`config.mk`:
```
export PLATFORM = sky130hd
export DESIGN_NAME = rv_core_top
export DESIGN_NICKNAME = d
export VERILOG_FILES = /design/src/rtl/rv_pkg.sv /design/src/rtl/exec_unit.sv /design/src/rtl/inst_decode.sv /design/src/rtl/pc_unit.sv /design/src/rtl/reg_file.sv /design/src/rtl/rv_core_top.sv
export SDC_FILE = /design/constraint.sdc
export NUM_CORES = 1
export LEC_CHECK = 0
export ABC_AREA = 1
export BUFFER_PORTS_ARGS = -buffer_cell sky130_fd_sc_hd__clkbuf_2
export CAP_MARGIN = 20
export CORE_MARGIN = 4
export CORE_UTILIZATION = 36
export CTS_CLUSTER_DIAMETER = 50
export CTS_CLUSTER_SIZE = 24
export DETAILED_ROUTE_END_ITERATION = 16
export PLACE_DENSITY = 0.57
export SETUP_SLACK_MARGIN = 0.15
export SLEW_MARGIN = 20
export SYNTH_ARGS = -nofsm -noshare
export SYNTH_HDL_FRONTEND = slang
export SYNTH_SLANG_ARGS = --single-unit
```
`constraint.sdc`:
```
create_clock -name clk -period 5.94 [get_ports clk]
set_clock_uncertainty 0.1 [all_clocks]
set_input_delay 0.594 -clock clk [delete_from_list [all_inputs] [get_ports clk]]
set_output_delay 0.594 -clock clk [all_outputs]
set_load 0.005 [all_outputs]
```
`src/rtl/rv_pkg.sv`:
```
package rv_pkg;

  // data, address and instruction word
  typedef logic [31:0] word_t;

  // register index
  typedef logic [4:0] reg_addr_t;

  // major opcode field
  typedef logic [6:0] opcode_t;

  // opcodes handled by the core
  // op-imm, only addi (funct3 000) is decoded
  localparam opcode_t OP_IMM    = 7'b001_0011;
  // upper immediate into rd
  localparam opcode_t OP_LUI    = 7'b011_0111;
  // pc plus upper immediate
  localparam opcode_t OP_AUIPC  = 7'b001_0111;
  // pc-relative jump and link
  localparam opcode_t OP_JAL    = 7'b110_1111;
  // register jump and link
  localparam opcode_t OP_JALR   = 7'b110_0111;
  // system space, ebreak only
  localparam opcode_t OP_SYSTEM = 7'b111_0011;

  // sequential pc step, one instruction
  localparam word_t INST_BYTES = 32'h0000_0004;

  // run/halt state of the core
  // halted is sticky until reset
  typedef enum logic [0:0] {
    ST_RUN    = 1'b0,
    ST_HALTED = 1'b1
  } core_state_t;

endpackage

```
`src/rtl/exec_unit.sv`:
```
`timescale 1ns/1ps

module exec_unit (
  input  rv_pkg::word_t pc,
  input  rv_pkg::word_t seq_pc,
  input  rv_pkg::word_t rs1_data,
  input  rv_pkg::word_t imm,
  input  logic          sel_pc_operand,
  input  logic          sel_zero_operand,
  input  logic          wb_sel_link,
  input  logic          is_jump,
  input  logic          is_jalr,
  output rv_pkg::word_t wb_data,
  output rv_pkg::word_t jump_target,
  output logic          take_jump
);
  import rv_pkg::*;

  word_t operand_a;
  word_t sum;

  // first operand: zero for lui, pc for auipc/jal, rs1 otherwise
  always_comb begin
    if (sel_zero_operand) begin
      operand_a = '0;
    end else if (sel_pc_operand) begin
      operand_a = pc;
    end else begin
      operand_a = rs1_data;
    end
  end

  // the one adder, shared by all supported ops
  assign sum = operand_a + imm;

  // jalr drops bit 0 of the target
  // jal sum is already even
  assign jump_target = {sum[31:1], sum[0] & ~is_jalr};

  // every decoded jump is taken
  assign take_jump = is_jump;

  // link value for jumps, sum for the rest
  assign wb_data = wb_sel_link ? seq_pc : sum;

endmodule

```
`src/rtl/inst_decode.sv`:
```
`timescale 1ns/1ps

module inst_decode (
  input  rv_pkg::word_t     inst,
  output rv_pkg::reg_addr_t rs1_addr,
  output rv_pkg::reg_addr_t rd_addr,
  output rv_pkg::word_t     imm,
  output logic              sel_pc_operand,
  output logic              sel_zero_operand,
  output logic              wb_sel_link,
  output logic              is_jump,
  output logic              is_jalr,
  output logic              rd_wen_raw,
  output logic              is_ebreak
);
  import rv_pkg::*;

  // full ebreak encoding
  localparam word_t EBREAK_INST = 32'h0010_0073;
  // funct3 of addi
  localparam logic [2:0] F3_ADDI = 3'b000;

  opcode_t    opcode;
  logic [2:0] funct3;
  word_t      imm_i;
  word_t      imm_j;
  word_t      imm_u;

  // fixed instruction fields
  assign opcode   = inst[6:0];
  assign funct3   = inst[14:12];
  assign rd_addr  = inst[11:7];
  assign rs1_addr = inst[19:15];

  // i-type, sign-extended 12 bits
  assign imm_i = {{20{inst[31]}}, inst[31:20]};

  // j-type, scrambled 20-bit offset, bit 0 always zero
  assign imm_j = {{11{inst[31]}}, inst[31], inst[19:12], inst[20], inst[30:21], 1'b0};

  // u-type, already shifted up by 12
  assign imm_u = {inst[31:12], 12'h000};

  // opcode classification
  always_comb begin
    // no-op unless matched below
    imm              = '0;
    sel_pc_operand   = 1'b0;
    sel_zero_operand = 1'b0;
    wb_sel_link      = 1'b0;
    is_jump          = 1'b0;
    is_jalr          = 1'b0;
    rd_wen_raw       = 1'b0;
    is_ebreak        = 1'b0;
    case (opcode)
      OP_IMM: begin
        // only addi, other funct3 stay no-op
        if (funct3 == F3_ADDI) begin
          imm        = imm_i;
          rd_wen_raw = 1'b1;
        end
      end
      OP_LUI: begin
        // 0 + imm_u
        imm              = imm_u;
        sel_zero_operand = 1'b1;
        rd_wen_raw       = 1'b1;
      end
      OP_AUIPC: begin
        // pc + imm_u
        imm            = imm_u;
        sel_pc_operand = 1'b1;
        rd_wen_raw     = 1'b1;
      end
      OP_JAL: begin
        // target pc + imm_j, rd gets pc + 4
        imm            = imm_j;
        sel_pc_operand = 1'b1;
        wb_sel_link    = 1'b1;
        is_jump        = 1'b1;
        rd_wen_raw     = 1'b1;
      end
      OP_JALR: begin
        // target rs1 + imm_i, bit 0 cleared downstream
        imm         = imm_i;
        wb_sel_link = 1'b1;
        is_jump     = 1'b1;
        is_jalr     = 1'b1;
        rd_wen_raw  = 1'b1;
      end
      OP_SYSTEM: begin
        // ecall, csr ops etc fall through as no-ops
        if (inst == EBREAK_INST) begin
          is_ebreak = 1'b1;
        end
      end
      default: begin
        // unsupported, pc still advances by 4
        rd_wen_raw = 1'b0;
      end
    endcase
  end

endmodule

```
`src/rtl/pc_unit.sv`:
```
`timescale 1ns/1ps

module pc_unit #(
  parameter rv_pkg::word_t RESET_PC = 32'h8000_0000
) (
  input  logic          clk,
  input  logic          rst_n,
  input  rv_pkg::word_t jump_target,
  input  logic          take_jump,
  input  logic          is_ebreak,
  output rv_pkg::word_t pc,
  output rv_pkg::word_t seq_pc,
  output logic          halted
);
  import rv_pkg::*;

  core_state_t state;
  core_state_t state_next;
  word_t       pc_next;

  // static next pc, also the link value for jumps
  assign seq_pc = pc + INST_BYTES;

  // next pc and next state
  always_comb begin
    state_next = state;
    pc_next    = seq_pc;
    case (state)
      ST_RUN: begin
        if (is_ebreak) begin
          // stop here, pc stays on the ebreak
          state_next = ST_HALTED;
          pc_next    = pc;
        end else if (take_jump) begin
          pc_next = jump_target;
        end
      end
      ST_HALTED: begin
        // frozen until reset
        pc_next = pc;
      end
      default: begin
        state_next = ST_RUN;
      end
    endcase
  end

  // pc register and state register
  always_ff @(posedge clk) begin
    if (!rst_n) begin
      pc    <= RESET_PC;
      state <= ST_RUN;
    end else begin
      pc    <= pc_next;
      state <= state_next;
    end
  end

  assign halted = (state == ST_HALTED);

endmodule

```
`src/rtl/reg_file.sv`:
```
`timescale 1ns/1ps

module reg_file (
  input  logic              clk,
  input  rv_pkg::reg_addr_t rs1_addr,
  input  rv_pkg::reg_addr_t rd_addr,
  input  logic              wen,
  input  rv_pkg::word_t     wdata,
  output rv_pkg::word_t     rs1_data
);
  import rv_pkg::*;

  // x1..x31, x0 has no storage
  word_t regs [1:31];

  // write on rising edge
  // x0 writes dropped
  always_ff @(posedge clk) begin
    if (wen && (rd_addr != '0)) begin
      regs[rd_addr] <= wdata;
    end
  end

  // combinational read, old value in the write cycle
  always_comb begin
    if (rs1_addr == '0) begin
      // x0 reads zero
      rs1_data = '0;
    end else begin
      rs1_data = regs[rs1_addr];
    end
  end

endmodule

```
`src/rtl/rv_core_top.sv`:
```
`timescale 1ns/1ps

module rv_core_top #(
  parameter rv_pkg::word_t RESET_PC = 32'h8000_0000
) (
  input  logic              clk,
  input  logic              rst_n,
  input  rv_pkg::word_t     inst,
  output rv_pkg::word_t     pc,
  output logic              halted,
  output logic              rd_wen,
  output rv_pkg::reg_addr_t rd_addr,
  output rv_pkg::word_t     rd_data
);
  import rv_pkg::*;

  // decode outputs
  reg_addr_t rs1_addr;
  word_t     imm;
  logic      sel_pc_operand;
  logic      sel_zero_operand;
  logic      wb_sel_link;
  logic      is_jump;
  logic      is_jalr;
  logic      rd_wen_raw;
  logic      is_ebreak;

  // datapath
  word_t seq_pc;
  word_t rs1_data;
  word_t jump_target;
  logic  take_jump;

  // pc register and halt state
  pc_unit #(
    .RESET_PC(RESET_PC)
  ) pc_unit_inst (
    .clk        (clk),
    .rst_n      (rst_n),
    .jump_target(jump_target),
    .take_jump  (take_jump),
    .is_ebreak  (is_ebreak),
    .pc         (pc),
    .seq_pc     (seq_pc),
    .halted     (halted)
  );

  inst_decode inst_decode_inst (
    .inst            (inst),
    .rs1_addr        (rs1_addr),
    .rd_addr         (rd_addr),
    .imm             (imm),
    .sel_pc_operand  (sel_pc_operand),
    .sel_zero_operand(sel_zero_operand),
    .wb_sel_link     (wb_sel_link),
    .is_jump         (is_jump),
    .is_jalr         (is_jalr),
    .rd_wen_raw      (rd_wen_raw),
    .is_ebreak       (is_ebreak)
  );

  exec_unit exec_unit_inst (
    .pc              (pc),
    .seq_pc          (seq_pc),
    .rs1_data        (rs1_data),
    .imm             (imm),
    .sel_pc_operand  (sel_pc_operand),
    .sel_zero_operand(sel_zero_operand),
    .wb_sel_link     (wb_sel_link),
    .is_jump         (is_jump),
    .is_jalr         (is_jalr),
    .wb_data         (rd_data),
    .jump_target     (jump_target),
    .take_jump       (take_jump)
  );

  // no retire while in reset or once halted
  assign rd_wen = rd_wen_raw & ~halted & rst_n;

  // writeback uses the gated enable
  reg_file reg_file_inst (
    .clk     (clk),
    .rs1_addr(rs1_addr),
    .rd_addr (rd_addr),
    .wen     (rd_wen),
    .wdata   (rd_data),
    .rs1_data(rs1_data)
  );

endmodule

```
==> flow_metrics.py <==
metrics = {
    "clocking": {
        "cts_buffer_depth": 3,
        "cts_tree": "yes",
        "cts_root_buf": "clkbuf_16",
        "clk_latency_ns": 0.70,
        "cts_buffers": 101,
        "cts_resized": 0,
        "clock-sinks": 1025,
        "holdBufCountCts": 0,
        "clk_pin_slew_worst_paths_ns": 0.07,
        "h-tree-depth": 3,
        "cts_setup_buffers": 0,
    },
    "global_routing": {
        "grt_pass1_wl_um": 215000,
        "grt_max_degree": 94,
        "grt_overflow": 0,
        "first_global_vias": 29500,
        "grt_antenna_before_repair": 1,
        "grt_usage_pct": 23.1,
    },
    "drt": {
        "wl_um": 151000,
        "dr_total_vias": 31800,
        "via_per_inst": 5.69,
        "drt_iter0_drc": 3603,
        "avgRoutedWirePerCell_um": 27.1,
        "drtPass1Iterations": 6,
        "drc_errors": 0,
        "drtAntennaViolNets": 0,
    },
    "hold_path": {
        "hold_start": "rst_n",
        "hold_path_depth": 3,
        "hold_end": "pc_unit_inst.pc[1]",
        "hp-class": "primary input to flip-flop",
    },
    "synthesis": {
        "async_flop_share_pct": 0,
        "synth_nets": 3807,
        "synth_ff_type": "edfxtp_1",
        "ys_types": 56,
        "synth_compound_area_share_pct": 12.9,
        "synthCells": 3740,
        "netlist_area_mm2": 0.0438,
        "yosysWarnings": 0,
        "synth_top_family_by_area": "compound AO/OA/AOI/OAI gates",
        "ys_seq_elements": 1025,
        "synth-seq-area-share_pct": 69.4,
        "yosys.area_share.adder_pct": 0.959,
        "syn_avg_cell_area_um2": 11.7,
        "synth-xor-area-share_pct": 0.679,
        "synthSimpleGateAreaFrac_pct": 12.1,
        "yosys-mux-area-fraction_pct": 0.114,
        "synth_enable_flop_cells": 992,
    },
    "layout": {
        "ff_latch_area_mm2": 0.0304,
        "nNetsFinal": 3947,
        "multi_input_area_mm2": 0.0122,
        "num-fill-cells": 11400,
        "synthToLayoutAreaGrowth_pct": 16.7,
        "drive_gt1_share_pct": 13.8,
    },
    "setup_path": {
        "path_class": "primary input to output port",
        "path_max_fanout": 53,
        "cp.arrival_ns": 4.94,
        "crit_required_ns": 5.25,
        "worstSetupStartpointType": "primary input",
        "rrSetupSlack_ns": 1.63,
        "worstRegToRegCells": 16,
        "crit_path_start": "inst[15]",
        "cp-end-kind": "output port",
        "r2r-start": "reg_file_inst.regs[29][14]",
        "reg2reg_to": "reg_file_inst.regs[30][29]",
    },
    "sta": {
        "tns_ns": 0,
        "finalCritPeriodShare_pct": 94.8,
        "finalWorstSetupSlack_ns": 0.309,
        "slew_headroom_pct": 30.2,
        "final-hold-violation-count": 0,
        "fin_hold_ws_ns": 0.224,
        "fmax_ghz": 0.178,
        "rsz0062_at_grt": "yes",
        "setup_violations": 0,
        "worst_pin_slew_ns": 1.05,
        "final.min_clock_period_ns": 5.63,
        "drv_slew": 0,
    },
    "pwr": {
        "p_leak_nw": 17.2,
        "power_mw": 16.5,
        "power.density_mw_per_mm2": 323,
        "peakVddDrop_v": 0.000245,
    },
    "outcome": {
        "status": "completed",
    },
    "flow_run": {
        "cap_violations": 0,
    },
    "placement": {
        "hpwl_um": 91200,
        "routabilityCongestion": 0.999,
        "dp_worst_setup_slack_ns": 0.223,
        "io_buffers": 104,
    },
    "floorplan": {
        "start_util_pct": 36.4,
        "core_area_mm2": 0.120,
        "die_y_um": 357,
        "ios": 105,
        "rows": 127,
        "dieArea_mm2": 0.127,
        "die_w_um": 357,
    },
}
==> per-layer routing <==
layer | track usage, % | routed length [µm]
met5 | 0 | 0
met4 | 7.54 | 5340
met3 | 3.37 | 11500
met2 | 37.2 | 70800
met1 | 32.3 | 63400
==> flip-flops by register name, summed over array words and instances, names as in the netlist <==
name / flops
pc_unit_inst.halted: 1
pc_unit_inst.pc: 32
reg_file_inst.regs: 992
==> critical path: stages <==
cell and delay, ns:
buf_8 0.18, clkinv_8 0.23, buf_12 0.27, buf_4 0.22
o21ai_0 0.09, o22ai_1 0.12, o21ai_0 0.09, o311ai_1 0.65
nand2_1 0.19, a21oi_1 0.18, ha_1 0.31, a21o_1 0.21
nand2_1 0.06, nand3_1 0.13, nand2_1 0.10, nand2_1 0.13
a21o_1 0.21, buf_4 0.14, nand2_1 0.11, nand3_1 0.12
a31oi_2 0.34, clkbuf_2 0.18
==> logic make-up after synthesis <==
logic type,Yosys count
AND/OR/NAND/NOR,1291
adder cells (fa/ha/maj),33
XOR/XNOR,34
buffers and inverters,381
multiplexers,5
flip-flops,1025
AO/OA/AOI/OAI,971
==> final cells by class <==
type	count	share of cell area, %
Sequential cell	1025	59.5
Multi-Input combinational cell	2334	23.8
Clock buffer	103	5.00
Timing Repair Buffer	274	4.47
Tap cell	1612	3.94
Clock inverter	85	2.14
Inverter	144	1.09
Antenna cell	2	0.00978
==> cell usage after synthesis (57+ instances only) <==
master	instances	area share, %
o221ai_1	82	1.6
o21ai_0	541	6.2
inv_1	139	1.2
o211ai_1	61	1.0
nand3_1	157	1.8
nor2_1	612	5.2
nand2_1	444	3.8
edfxtp_1	992	68
buf_2	57	0.65
a21oi_1	90	1.0
o22ai_1	105	1.5
clkbuf_1	132	1.1
==> worst max path at each step <==
stage,cells past startpoint,end,slack [ns]
3_5_place_dp,19,rd_data[29],0.22
5_1_grt,22,rd_data[31],0.13
4_1_cts,19,rd_data[29],0.20
2_1_floorplan,21,rd_data[20],0.40
3_3_place_gp,22,rd_data[19],0.20
6_report,22,rd_data[24],0.31
==> cell usage in the layout, fill, tap and decap left out, types with 5 or more instances in the layout <==
cell type / instances
edfxtp_1: 992
nor2_1: 578
o21ai_0: 526
nand2_1: 443
nand3_1: 157
inv_1: 136
buf_4: 133
o22ai_1: 105
clkbuf_16: 102
clkbuf_2: 100
a21oi_1: 86
o221ai_1: 82
o211ai_1: 61
nor2_4: 37
buf_12: 37
dfxtp_1: 33
ha_1: 32
nand4_1: 26
nor3_1: 24
xor2_1: 23
o2111ai_1: 22
o21ai_1: 17
inv_6: 16
inv_8: 16
o21ai_2: 14
clkinv_8: 13
o21bai_1: 12
a31oi_2: 11
xnor2_1: 11
bufinv_16: 10
clkinv_4: 10
clkinv_1: 8
a21o_1: 8
clkinv_2: 6
nor4_1: 6
a31oi_1: 5
mux2i_4: 5
inv_12: 5
==> stage by stage <==
step / utilization, % / area [µm²] / std cells
global placement: 39.4 / 47500 / 5389
global route: 42.5 / 51200 / 5577
floorplan: - / 43800 / 3740
detailed placement: 39.4 / 47500 / 5389
finish: 42.5 / 51200 / 5579
CTS: 42.4 / 51100 / 5577
==> report_power, final <==
group	switching, mW	leakage, nW	total, mW	internal, mW
Sequential	0.0128	9.23	8.15	8.14
Combinational	1.04	6.18	1.40	0.369
Clock	3.20	1.77	6.97	3.77
Note: power is estimated with default switching activity, not from simulation.
